`src/logic/gb_screen_pkg.sv`:
```
package gb_screen_pkg;

    //////////////////////////////
    // Console screen geometry
    //////////////////////////////

    // Pixels per console line
    localparam int GB_WIDTH = 160;

    // Lines per console frame
    localparam int GB_HEIGHT = 144;

    // One shade per console pixel
    localparam int GB_PIXELS = GB_WIDTH * GB_HEIGHT;

    //////////////////////////////
    // Pixel and address types
    //////////////////////////////

    // Shade 0 is the lightest, 3 the darkest
    typedef logic [1:0] shade_t;

    // Linear address y*160 + x
    typedef logic [14:0] fb_addr_t;

    // Strobe and levels straight from the PPU
    typedef struct packed {
        shade_t pixel;
        logic   valid;
        logic   hblank;
        logic   vblank;
    } ppu_strobe_t;

    // One framebuffer write request
    typedef struct packed {
        logic     en;
        fb_addr_t addr;
        shade_t   data;
    } fb_write_t;

endpackage

```
`src/logic/ppu_capture.sv`:
```
`timescale 1ns/10ps

module ppu_capture (
    input  logic                      clk_pixel,
    input  logic                      reset_pixel,
    input  gb_screen_pkg::ppu_strobe_t ppu,
    output gb_screen_pkg::fb_write_t   fb_write
);
    import gb_screen_pkg::*;

    localparam fb_addr_t LINE_LEN = fb_addr_t'(GB_WIDTH);

    // Position of the next pixel the PPU sends
    logic [7:0] x;
    logic [7:0] y;
    logic       prev_hblank;
    logic       hblank_rise;

    logic     wr_en;
    fb_addr_t wr_addr;
    shade_t   wr_data;

    assign hblank_rise = ppu.hblank && !prev_hblank;

    //////////////////////////////
    // Position tracking
    //////////////////////////////
    always_ff @(posedge clk_pixel) begin
        if (reset_pixel) begin
            x           <= '0;
            y           <= '0;
            prev_hblank <= 1'b0;
        end else begin
            prev_hblank <= ppu.hblank;
            if (ppu.vblank) begin
                x <= '0;
                y <= '0;
            end else if (hblank_rise) begin
                x <= '0;
                y <= y + 8'd1;
            end else if (ppu.valid) begin
                x <= x + 8'd1;
            end
        end
    end

    //////////////////////////////
    // Registered write request
    //////////////////////////////
    always_ff @(posedge clk_pixel) begin
        if (reset_pixel) begin
            wr_en <= 1'b0;
        end else begin
            wr_en <= ppu.valid;
        end
    end

    // Address and shade only matter while wr_en is high
    always_ff @(posedge clk_pixel) begin
        if (ppu.valid) begin
            wr_addr <= fb_addr_t'(y) * LINE_LEN + fb_addr_t'(x);
            wr_data <= ppu.pixel;
        end
    end

    assign fb_write = '{en: wr_en, addr: wr_addr, data: wr_data};

endmodule

```
`config.mk`:
```
export PLATFORM = sky130hd
export DESIGN_NAME = ppu_capture
export DESIGN_NICKNAME = d
export VERILOG_FILES = /design/src/logic/gb_screen_pkg.sv /design/src/logic/ppu_capture.sv
export SDC_FILE = /design/constraint.sdc
export NUM_CORES = 1
export LEC_CHECK = 0
export ABC_AREA = 1
export BUFFER_PORTS_ARGS = -buffer_cell sky130_fd_sc_hd__buf_2
export CORE_AREA = 3 3 66 68
export DETAILED_ROUTE_END_ITERATION = 7
export DIE_AREA = 0 0 69 71
export MAX_ROUTING_LAYER = met4
export PLACE_DENSITY_LB_ADDON = 0.15
export REMOVE_ABC_BUFFERS = 1
export SETUP_SLACK_MARGIN = 0.4
export SYNTH_ARGS = -nofsm -noshare
export SYNTH_HDL_FRONTEND = slang
export SYNTH_SLANG_ARGS = --single-unit
export TNS_END_PERCENT = 20
```
`constraint.sdc`:
```
create_clock -name clk_pixel -period 4.1 [get_ports clk_pixel]
set_input_delay 0.205 -clock clk_pixel [delete_from_list [all_inputs] [get_ports clk_pixel]]
set_output_delay 0.205 -clock clk_pixel [all_outputs]
set_load 0.02 [all_outputs]
```
==> impl_metrics.toml <==
[setup_path]
r2r-start = "y[3]"
startpoint = "y[3]"
r2r_slack_ps = 1640
r2r.worst_path.cells = 12
critPathArrivalTime_ps = 2510
cp_data_required_time_ps = 4150
crit_end = "wr_addr[14]"
worstSetupStartpointType = "flop"
cpMaxStageDelayCell = "fa_1"
rr_endpoint = "wr_addr[14]"
path_max_fanout = 8
cpPeakStageDelay_ps = 560
crit_chain = "ha_1 > ha_1 > fa_1 > nand2_1 > nor2_1 > nand2_1 > nand2_1 > nand2_1 > nor2_1 > nand3_1 > nand2_1 > nand2_1"
path_class = "flop to flop"
cpMostUsedCell = "nand2_1"
endpoint_kind = "flop"

[floorplanning]
die_x_um = 69
die_h_um = 71
initial_core_util_pct = 48.8
io_pins = 25
core_um2 = 3910
core.rowCount = 23
dieArea_um2 = 4900

[layout]
nNetsFinal = 286
design_area_um2 = 2190
syn2layout_area_growth_pct = 14.8
drive_above_1_share_pct = 17.2
final_cells = 311
antenna_cells = 0
final_cell_mix = "60 x nand2_1, 29 x nor2_1, 24 x inv_1, 24 x buf_2, 18 x dfxtp_1"
num-fill-cells = 384
layout_commonest_cell = "nand2_1"

[timing]
finClkSkew_ps = 5.76
max_slew_margin_pct = 69.7
setup-violations-final = 0
tightestPinTransition_ps = 454
fin_hold_ws_ps = 92.6
period_minus_slack_ps = 2460
fin_tns_setup_ps = 0
finalMaxSlewViolations = 0
max_freq_mhz = 406
rsz0062_at_grt = "no"
fin_crit_sh_pct = 60.1
hold_violations = 0

[power_and_ir_drop]
finalPower_w = 0.000701
power.density_nw_per_um2 = 320
leakage_nw = 1.01
vdd_drop_max_uv = 212

[global_routing]
grt-ovfl-total = 0
antenna_found_initial = 0
grt_pass1_vias = 1428
grt_start_max_net_pins = 24
grt_use_total_pct = 15.7
grt_first_pass_wirelength_um = 5940

[synth]
synth-edff-count = 17
avgSynthCellArea_um2 = 8.30
synthCells = 230
syn_area_um2 = 1910
async_flop_share_pct = 0
yosys_warnings = 0
ys_seq_area_share_pct = 45.6
synth.distinct_cells = 24
ys.flop_type = "dfxtp_1"
ys_seq_elements = 35

[placement]
hpwl_um = 2580
place_inst = 303
numPortBuffers = 24
gp_congestion = 0.868
placed_cell_area_um2 = 2080

[flow_run]
cap_violations = 0

[route]
wl_per_cell_um = 10.3
remaining_drc_errors = 0
drt-pass1-iter-count = 4
first_iter_violations = 106
drt-total-wl_um = 3220
drtAntennaViolNets = 0
vias = 1476
via_per_inst = 4.75

[clock_network]
ctsHoldBuffers = 0
cts_root_buf = "clkbuf_8"
cts.clk_slew.worst_paths_ps = 70
cts_buffer_depth = 2
cts_buffers = 5
clkLatencyLatePin_ps = 290
tritoncts = "built"
ctsResizeCount = 0
htreeDepth = 2
post_cts_buffers = 0
cts.sinks = 35

[min_path]
min_path_type = "input pin to flop"

[outcome]
status = "finished, final reports clean"
==> power by group <==
part	switching, W	total, W	internal (W)
clock network	0.000124	0.000281	0.000156
registers	0.00000349	0.000379	0.000376
logic	0.0000280	0.0000408	0.0000128
==> worst min path at each step <==
stage | from | to | depth (start not counted)
after floorplan | reset_pixel | prev_hblank | 1
after detailed placement | ppu[4] | wr_data[1] | 1
final | ppu[3] | wr_data[0] | 1
after global routing | ppu[4] | wr_data[1] | 1
after global placement | ppu[4] | wr_data[1] | 1
after CTS | ppu[4] | wr_data[1] | 1
==> worst max-delay path, delay by kind of cell (launching register included) <==
kind | cells | cell delay [ps]
DFF | 1 | 460
and+or+nand+nor | 9 | 690
adders and majority gates | 3 | 1090
==> registers in the layout, indices dropped and copies added (netlist names) <==
name,count
wr_en,1
wr_addr,15
wr_data,2
x,8
y,8
prev_hblank,1
==> Yosys cell counts (2+ instances only) <==
cell type | n | share of area [%]
nor2_1 | 29 | 5.7
nand3_1 | 14 | 3.7
nand2_1 | 60 | 12
a21oi_1 | 13 | 3.4
xor2_1 | 4 | 1.8
ha_1 | 17 | 11
inv_2 | 7 | 1.4
nor3_1 | 3 | 0.79
edfxtp_1 | 17 | 27
fa_1 | 2 | 2.1
o21ai_0 | 2 | 0.52
nand4_1 | 4 | 1.3
dfxtp_1 | 18 | 19
xnor2_1 | 2 | 0.92
nor2_2 | 3 | 0.98
o21ai_1 | 3 | 0.79
nand3b_1 | 2 | 0.79
inv_1 | 24 | 4.7
==> per-stage QoR <==
stage | util [%] | setup WS (ps)
floorplan | - | 1820
CTS | 56.0 | 1630
global placement | 53.2 | 1700
detailed placement | 53.2 | 1630
global route | 56.0 | 1390
finish | 56.0 | 1640
==> logic make-up (layout without fill, tap and decap cells) <==
group	Yosys count	after routing	synth area share, %
AOI/OAI and AO/OA	19	19	5.11
xor gates and xnor gates	6	6	2.75
adders and majority gates	19	19	13.2
buffers and inverters	33	64	6.69
DFF	35	35	45.6
and+or+nand+nor	118	118	26.6
==> layout make-up <==
class                      count  area [um2]  share of cell area, %
timing repair buffer          24         120                   5.48
tap                           50        62.6                   2.86
sequential                    35         871                   39.7
clock inverter                 2        13.8                  0.628
multi-input combinational    162         910                   41.5
clock buffer                   6        93.8                   4.28
inverter                      32         120                   5.48
==> metal layers <==
layer	track usage [%]	part of all wire (%)	vias to the layer above
li1	-	-	805
met1	17.7	48	636
met2	25.8	46	29
met3	5.11	5.0	6
met4	6.51	1.5	0
met5	-	0	-
(Power assumes the default switching activity.)
