<file path="src/logic/gb_screen_pkg.sv">
package gb_screen_pkg;

    //////////////////////////////
    // Console screen geometry
    //////////////////////////////

    // Pixels per console line
    localparam int GB_WIDTH = 160;

    // Lines per console frame
    localparam int GB_HEIGHT = 144;

    // One shade per console pixel
    localparam int GB_PIXELS = GB_WIDTH * GB_HEIGHT;

    //////////////////////////////
    // Pixel and address types
    //////////////////////////////

    // Shade 0 is the lightest, 3 the darkest
    typedef logic [1:0] shade_t;

    // Linear address y*160 + x
    typedef logic [14:0] fb_addr_t;

    // Strobe and levels straight from the PPU
    typedef struct packed {
        shade_t pixel;
        logic   valid;
        logic   hblank;
        logic   vblank;
    } ppu_strobe_t;

    // One framebuffer write request
    typedef struct packed {
        logic     en;
        fb_addr_t addr;
        shade_t   data;
    } fb_write_t;

endpackage

</file>
<file path="src/logic/display_pkg.sv">
package display_pkg;

    //////////////////////////////
    // 640x480 raster
    //////////////////////////////

    // Full line including blanking
    localparam int H_TOTAL = 800;

    // Full frame including blanking
    localparam int V_TOTAL = 525;

    // Visible area
    localparam int H_ACTIVE = 640;
    localparam int V_ACTIVE = 480;

    //////////////////////////////
    // Pixel types
    //////////////////////////////

    // Enough for 0..799 and 0..524
    typedef logic [9:0] coord_t;

    // 8 bits each of red, green, blue
    typedef logic [23:0] rgb_t;

    // Dark grey around the console picture
    localparam rgb_t BORDER_RGB = 24'h383840;

    // One output pixel with its raster position
    typedef struct packed {
        logic   de;
        coord_t cx;
        coord_t cy;
        rgb_t   rgb;
    } video_out_t;

endpackage

</file>
<file path="src/logic/screen_composer.sv">
`timescale 1ns/10ps

module screen_composer #(
    parameter int WINDOW_X = 240,
    parameter int WINDOW_Y = 168
) (
    input  logic                     clk_pixel,
    input  logic                     reset_pixel,
    output gb_screen_pkg::fb_addr_t  rd_addr,
    input  gb_screen_pkg::shade_t    rd_data,
    output display_pkg::video_out_t  video
);
    import gb_screen_pkg::*;
    import display_pkg::*;

    // Position and flags carried alongside the framebuffer read
    typedef struct packed {
        logic   de;
        logic   in_win;
        coord_t cx;
        coord_t cy;
    } stage_t;

    localparam coord_t   X_FIRST  = coord_t'(WINDOW_X);
    localparam coord_t   X_LAST   = coord_t'(WINDOW_X + GB_WIDTH - 1);
    localparam coord_t   Y_FIRST  = coord_t'(WINDOW_Y);
    localparam coord_t   Y_LAST   = coord_t'(WINDOW_Y + GB_HEIGHT - 1);
    localparam coord_t   X_END    = coord_t'(H_TOTAL - 1);
    localparam coord_t   Y_END    = coord_t'(V_TOTAL - 1);
    localparam coord_t   X_VIS    = coord_t'(H_ACTIVE);
    localparam coord_t   Y_VIS    = coord_t'(V_ACTIVE);
    localparam fb_addr_t LINE_LEN = fb_addr_t'(GB_WIDTH);

    coord_t cx;
    coord_t cy;
    coord_t win_x;
    coord_t win_y;
    logic   in_win;
    logic   de;

    stage_t stage_now;
    stage_t stage_1;
    stage_t stage_2;

    //////////////////////////////
    // Raster counters
    //////////////////////////////
    always_ff @(posedge clk_pixel) begin
        if (reset_pixel) begin
            cx <= '0;
            cy <= '0;
        end else if (cx == X_END) begin
            cx <= '0;
            cy <= (cy == Y_END) ? '0 : cy + 10'd1;
        end else begin
            cx <= cx + 10'd1;
        end
    end

    //////////////////////////////
    // Window test and read
    //////////////////////////////
    assign in_win = (cx >= X_FIRST) && (cx <= X_LAST) && (cy >= Y_FIRST) && (cy <= Y_LAST);
    assign de     = (cx < X_VIS) && (cy < Y_VIS);

    // Offsets from the window origin
    assign win_x = cx - X_FIRST;
    assign win_y = cy - Y_FIRST;

    // Park the address at 0 outside the window so it stays in range
    assign rd_addr = in_win ? fb_addr_t'(win_y) * LINE_LEN + fb_addr_t'(win_x) : '0;

    assign stage_now = '{de: de, in_win: in_win, cx: cx, cy: cy};

    //////////////////////////////
    // Delay pipeline and colour
    //////////////////////////////

    // Two stages match the framebuffer read, the third is the output
    always_ff @(posedge clk_pixel) begin
        if (reset_pixel) begin
            stage_1 <= '0;
            stage_2 <= '0;
            video   <= '0;
        end else begin
            stage_1   <= stage_now;
            stage_2   <= stage_1;
            video.de  <= stage_2.de;
            video.cx  <= stage_2.cx;
            video.cy  <= stage_2.cy;
            // Shade 0 maps to white
            video.rgb <= stage_2.in_win ? rgb_t'({12{~rd_data}}) : BORDER_RGB;
        end
    end

endmodule

</file>
<file path="config.mk">
export PLATFORM = sky130hd
export DESIGN_NAME = screen_composer
export DESIGN_NICKNAME = d
export VERILOG_FILES = /design/src/logic/gb_screen_pkg.sv /design/src/logic/display_pkg.sv /design/src/logic/screen_composer.sv
export SDC_FILE = /design/constraint.sdc
export NUM_CORES = 1
export LEC_CHECK = 0
export BUFFER_PORTS_ARGS = -buffer_cell sky130_fd_sc_hd__buf_2
export CORE_MARGIN = 8
export CORE_UTILIZATION = 30
export CTS_BUF_LIST = sky130_fd_sc_hd__clkbuf_16
export DETAILED_ROUTE_END_ITERATION = 16
export PLACE_DENSITY = 0.53
export SLEW_MARGIN = 10
export SYNTH_ARGS = -nofsm -noshare
export SYNTH_HDL_FRONTEND = slang
export SYNTH_SLANG_ARGS = --single-unit
</file>
<file path="constraint.sdc">
create_clock -name clk_pixel -period 2.9 [get_ports clk_pixel]
set_clock_uncertainty 0.1 [all_clocks]
set_input_delay 0.145 -clock clk_pixel [delete_from_list [all_inputs] [get_ports clk_pixel]]
set_output_delay 0.145 -clock clk_pixel [all_outputs]
set_load 0.05 [all_outputs]
</file>
==> impl_metrics.tcl, run 1 <==
set metrics [dict create \
    drt-initial-drc-count 145 \
    vias 2887 \
    hp-class "in -> reg" \
    cp-end-kind "output port" \
    antenna_found_initial 0 \
    antenna_cells 0 \
    clock_sinks 89 \
    min_period_ns 3.311 \
    cp_common_cell "ha_4" \
    rsz0062_at_grt "true" \
    post-synth-top-count-cell "dfxtp_1" \
    clock_path_buffers 2 \
    gp_congestion 0.7676 \
    core_um2 13240 \
    fin_nets 539 \
    cpLargestDelayFamily "compound AO/OA/AOI/OAI gates" \
    failed_checks "setup timing" \
    syn_inst 420 \
    hold_viol_final 0 \
    routedWlPerCell_um 11.48 \
    grt.total_usage_pct 9.002 \
    clock.fmax_mhz 302.0 \
    path_max_fanout 4 \
    fillers 1348 \
    startpoint "cy[3]$_SDFFE_PP0P_" \
    syn_to_final_growth_pct 30.93 \
    syn-num-nets 455 \
    die_x_um 132.2 \
    row_count 42 \
    cap_violations 0 \
    dpl.hpwl_mm 5.991 \
    start_util_pct 30.61 \
    clk_pin_slew_ns 0.06 \
    vias_per_cell 4.215 \
    max_slew.worst_pin.slew_ns 0.5490 \
    syn_area_um2 4054 \
    die_y_um 132.2 \
    synth_seq_cells 89 \
    setup-violations-final 6 \
    drive_above_1_share_pct 36.15 \
    async_flop_share_pct 0 \
    gr-total-overflow 0 \
    grt_pass1_wl_mm 13.32 \
    synth_common_cells "dfxtp_1 (89), nor2b_1 (59), nor2_1 (42)" \
    ios 64 \
    synth_seq_area_share_pct 43.95 \
    port_buffers 63 \
    yosysTopAreaCellShare_pct 43.95 \
    crit_type "reg -> out" \
    leakagePower_nw 2.306 \
    power_density_nw_per_um2 444.1 \
    netlist-cell-type-count 53 \
    required_ns 2.65 \
    final_core_util_pct 40.08 \
    r2r_setup_slack_ns 0.71 \
    max_slew_margin_pct 63.07 \
    place_ws_ns -0.2086 \
    first_pass_iters 4 \
    htreeDepth 3 \
    cts-root-buf "clkbuf_16" \
    worstSetupStartpointType "register" \
    multiInputGateArea_um2 2138 \
    synth_flop_cell "dfxtp_1" \
    wl_mm 7.862 \
    die_area_um2 17490 \
    synthTopCellsByArea "dfxtp_1 (44%), nor2b_1 (9.1%), ha_1 (9.0%)" \
    synth_top_area_cell "dfxtp_1" \
    fin_ws_ns -0.4115 \
    regArea_um2 1789 \
    grt_max_degree 28 \
    finalMaxSlewViolations 0 \
    crit_arrival_ns 3.07 \
    cp_cell_sequence "inv_4 -> ha_4 -> xnor2_4 -> ha_4 -> ha_4 -> nor2b_2 -> o31a_1 -> o21a_1 -> o211a_1 -> o21ai_1 -> nor3b_4 -> buf_6" \
    drc_errors 0 \
    cp_num_buf_inv 2 \
    setup_tns_ns -1.714 \
    cts_inserted_buffers 9 \
    postRouteAntennaNets 0 \
    cpMaxStageDelayCell "dfxtp_4" \
    finalCritPeriodShare_pct 114.2 \
    synth_edf_count 0 \
    min_from "reset_pixel" \
    clock_latency_ns 0.33 \
    status "finished with violations" \
    vdd.ir_drop.worst_v 0.0002624 \
    slowest_delay_ns 0.37 \
    first_global_vias 2867 \
    yosys_warnings 0 \
    tritoncts "built" \
    rr_startpoint "cy[4]$_SDFFE_PP0P_" \
    syn_area_per_cell_um2 9.652 \
]
## metal layers
layer / global-route usage [%] / routed length [um] / vias up
met4: 3.155 / 88 / 0
met1: 11.05 / 3731 / 1318
li1: - / - / 1516
met2: 14.32 / 3621 / 46
met5: 0 / 0 / -
met3: 3.125 / 421 / 7
## per-stage QoR
stage	total power, mW	instance area (um^2)	instances	hold WS [ns]
2_1_floorplan	1.324	4153	420	0.1174
3_3_place_gp	1.334	4753	665	0.2227
3_5_place_dp	1.335	4753	665	0.2285
4_1_cts	2.388	5172	685	0.1413
5_1_grt	2.456	5308	685	0.1573
6_report	2.357	5308	685	0.1297
## final timing paths
kind / depth (start not counted) / endpoint
max: 12 / rd_addr[14]
min: 2 / stage_1[12]$_SDFF_PP0_
max reg2reg: 11 / stage_1[20]$_SDFF_PP0_
min reg2reg: 1 / video[31]$_SDFF_PP0_
## registers in the layout, indices dropped and copies added (netlist names)
register / flops
video: 25
stage_1: 22
stage_2: 22
cx: 10
cy: 10
## placed cells by master, fill, tap and decap left out, drive strengths merged, types with 9 or more instances in the layout
cell type    n
buf        110
dfxtp       89
nor2b       60
nor2        52
ha          29
inv         25
xor2        17
o21ai       13
xnor2       11
clkbuf      11
nand3       10
nand2        9
a21oi        9
## what timing repair did
action | CTS | global route
resized for setup | 26 | 40
buffers inserted | 2 | 0
pin swaps | 13 | 11
endpoints found under the setup margin | 6 | 13
hold buffers | 2 | 0
endpoints found under the hold margin | 4 | 0
## cell families (layout without fill, tap and decap cells)
group	after synthesis	in the layout	share of synthesized area, %
buf+inv	64	153	9.074
fa+ha+maj	31	31	9.938
flops	89	89	43.95
mux	1	1	0.2469
compound gates	42	42	7.346
simple gates	165	165	23.39
xor+xnor	28	28	6.049
## power breakdown
| part | leakage, nW | internal, mW | switching, mW |
|---|---|---|---|
| Combinational | 1.45 | 0.0173 | 0.0524 |
| Sequential | 0.722 | 1.23 | 0.00514 |
| Clock | 0.136 | 0.585 | 0.464 |
| Total | 2.31 | 1.84 | 0.522 |
## final cells by class
cell class / count / area share (%)
inverter: 23 / 1.815
timing repair buffer: 114 / 14.80
clock buffer: 9 / 4.243
tap: 176 / 4.149
multi-input combinational: 267 / 40.29
sequential: 89 / 33.71
clock inverter: 7 / 0.9901
No activity file was read; power rests on OpenSTA's default activity.
==> run 2, diff against run 1 <==
--- a/config.mk
+++ b/config.mk
@@ -10,7 +10,8 @@
 export CORE_UTILIZATION = 30
 export CTS_BUF_LIST = sky130_fd_sc_hd__clkbuf_16
 export DETAILED_ROUTE_END_ITERATION = 16
-export PLACE_DENSITY = 0.53
+export PLACE_DENSITY = 0.55
+export SKIP_LAST_GASP = 1
 export SLEW_MARGIN = 10
 export SYNTH_ARGS = -nofsm -noshare
 export SYNTH_HDL_FRONTEND = slang
==> run 2 against run 1 <==
  * Non-clock buffer count is 2 lower
  * Wire length decreased by 1.2%
  * Cell count is 0.29% lower
  * Sequential power barely moved
  * First-iteration DRC count shrank 43%
  * Power rose by 3.7%
  * Global-route usage about the same
  * Highest routed layer unchanged
  * Largest cell class unchanged
  * Worst setup slack improved by 0.037 ns
  * The flow still finishes with violations (setup timing)
==> impl_metrics.tcl, run 2 (same netlist as run 1, synthesis figures left out) <==
set metrics [dict create \
    intPower_mw 1.926 \
    antenna_cells 0 \
    clock_latency_ns 0.33 \
    drt-initial-drc-count 82 \
    max_slew_margin_pct 63.67 \
    vias_per_cell 4.245 \
    postRouteAntennaNets 0 \
    ios 64 \
    largest_register "video" \
    antenna_found_initial 0 \
    gr-total-overflow 0 \
    cp-end-kind "output port" \
    grt_max_degree 34 \
    routedWlPerCell_um 11.37 \
    clock_path_buffers 2 \
    grt.total_usage_pct 8.996 \
    die_y_um 132.2 \
    hold_viol_final 0 \
    die_area_um2 17490 \
    min_path_cells 2 \
    power_density_nw_per_um2 459.6 \
    grt_pass1_wl_mm 13.23 \
    startpoint "cy[3]$_SDFFE_PP0P_" \
    rsz0062_at_grt "true" \
    r2r_cells 7 \
    multiInputGateArea_um2 2160 \
    crit_type "reg -> out" \
    htreeDepth 3 \
    drive_above_1_share_pct 36.09 \
    finalCritPeriodShare_pct 112.9 \
    path_depth 14 \
    cap_violations 0 \
    regArea_um2 1785 \
    gp_congestion 0.7661 \
    p_seq_share_pct 50.7 \
    clock_sinks 89 \
    first_global_vias 2838 \
    setup_tns_ns -1.573 \
    fin_ws_ns -0.3743 \
    status "finished with violations" \
    clkPwrFrac_pct 46.5 \
    worstSetupStartpointType "register" \
    clock.fmax_mhz 305.4 \
    clk_pin_slew_ns 0.06 \
    reg_top3 "video: 25 flops, stage_1: 22 flops, stage_2: 22 flops" \
    cpMaxStageDelayCell "dfxtp_2" \
    cpLargestDelayFamily "adder cells" \
    cts-root-buf "clkbuf_16" \
    hp-class "in -> reg" \
    combinationalPowerShare_pct 2.9 \
    dpl.hpwl_mm 5.958 \
    p_sw_share_pct 21.23 \
    die_x_um 132.2 \
    tritoncts "built" \
    leakagePower_nw 2.301 \
    largest_reg_flops 25 \
    min_period_ns 3.274 \
    cp_cell_sequence "inv_2 -> ha_4 -> nor2b_4 -> nor2_1 -> xnor2_1 -> ha_1 -> ha_4 -> o21a_1 -> o31a_1 -> o21a_1 -> o211a_1 -> nor3_2 -> nor3b_4 -> buf_6" \
    required_ns 2.65 \
    max_slew.worst_pin.slew_ns 0.5450 \
    vdd.ir_drop.worst_v 0.0003770 \
    first_pass_iters 4 \
    core_um2 13240 \
    rr_startpoint "cx[0]$_SDFF_PP0_" \
    port_buffers 63 \
    drc_errors 0 \
    mostFrequentLayoutCell "dfxtp_1" \
    cp_num_buf_inv 2 \
    failed_checks "setup timing" \
    cts_inserted_buffers 9 \
    path_max_fanout 5 \
    fillers 1349 \
    vias 2899 \
    wl_mm 7.767 \
    layout_common_cells "dfxtp_1 (86), nor2b_1 (57), buf_2 (55)" \
    min_from "reset_pixel" \
    row_count 42 \
    crit_arrival_ns 3.03 \
    p_sw_mw 0.5192 \
    finalMaxSlewViolations 0 \
    syn_to_final_growth_pct 31.27 \
    fin_nets 537 \
    holdWs_ns 0.1883 \
    slowest_delay_ns 0.35 \
    start_util_pct 30.61 \
    setup-violations-final 6 \
]
==> run 2: path summary, 6_finish.rpt <==
path | endpoint | slack (ns)
max | rd_addr[14] | -0.37
min | stage_1[3]$_SDFF_PP0_ | 0.19
max reg2reg | cy[9]$_SDFFE_PP0P_ | 0.91
min reg2reg | stage_2[12]$_SDFF_PP0_ | 0.33
==> run 2: worst reg2reg max path, cell delays in order (launching register included) <==
cell	delay [ns]
dfxtp_1	0.37
ha_1	0.19
and3_1	0.20
buf_4	0.16
nand3_1	0.10
or2_1	0.31
or3_1	0.36
a21oi_1	0.13
==> run 2: power groups by stage <==
stage,sequential (mW),clock [mW],combinational (mW)
final,1.24,1.14,0.0700
after global placement,1.27,0,0.0688
after CTS,1.24,1.17,0.0712
after floorplan,1.28,0,0.0485
after global routing,1.24,1.23,0.0771
after detailed placement,1.27,0,0.0690
==> run 2: repair_timing <==
item | 4_1_cts | 5_1_grt
endpoints found under the hold margin | 4 | 0
setup buffers | 2 | 0
pin swaps | 12 | 17
setup endpoints to repair | 6 | 8
resized for setup | 25 | 30
hold buffers | 2 | 0
==> run 2: per-layer routing <==
metal	GRT usage, %	up-vias	share of wire (%)
li1	-	1515	-
met1	10.74	1314	45
met2	14.43	59	47
met3	3.049	11	6.3
met4	3.849	0	1.7
met5	0	-	0
==> run 2: through the flow <==
| step | instance area, um^2 | total power [mW] | instances | util, % | setup WS, ns |
|---|---|---|---|---|---|
| floorplan | 4153 | 1.324 | 420 | - | -0.1880 |
| global placement | 4751 | 1.335 | 663 | 35.87 | -0.1553 |
| global route | 5321 | 2.542 | 683 | 40.18 | -0.5235 |
| CTS | 5175 | 2.484 | 683 | 39.08 | -0.4446 |
| detailed placement | 4751 | 1.335 | 663 | 35.87 | -0.2590 |
| finish | 5321 | 2.446 | 683 | 40.18 | -0.3743 |
==> run 2: final cells by class <==
class                   count  share of cell area (%)
clock buffers               9                   4.232
well taps                 176                   4.138
multi-input cells         267                   40.58
inverters                  23                   1.763
clock inverters             7                   1.481
flip-flops and latches     89                   33.55
repair buffers            112                   14.25
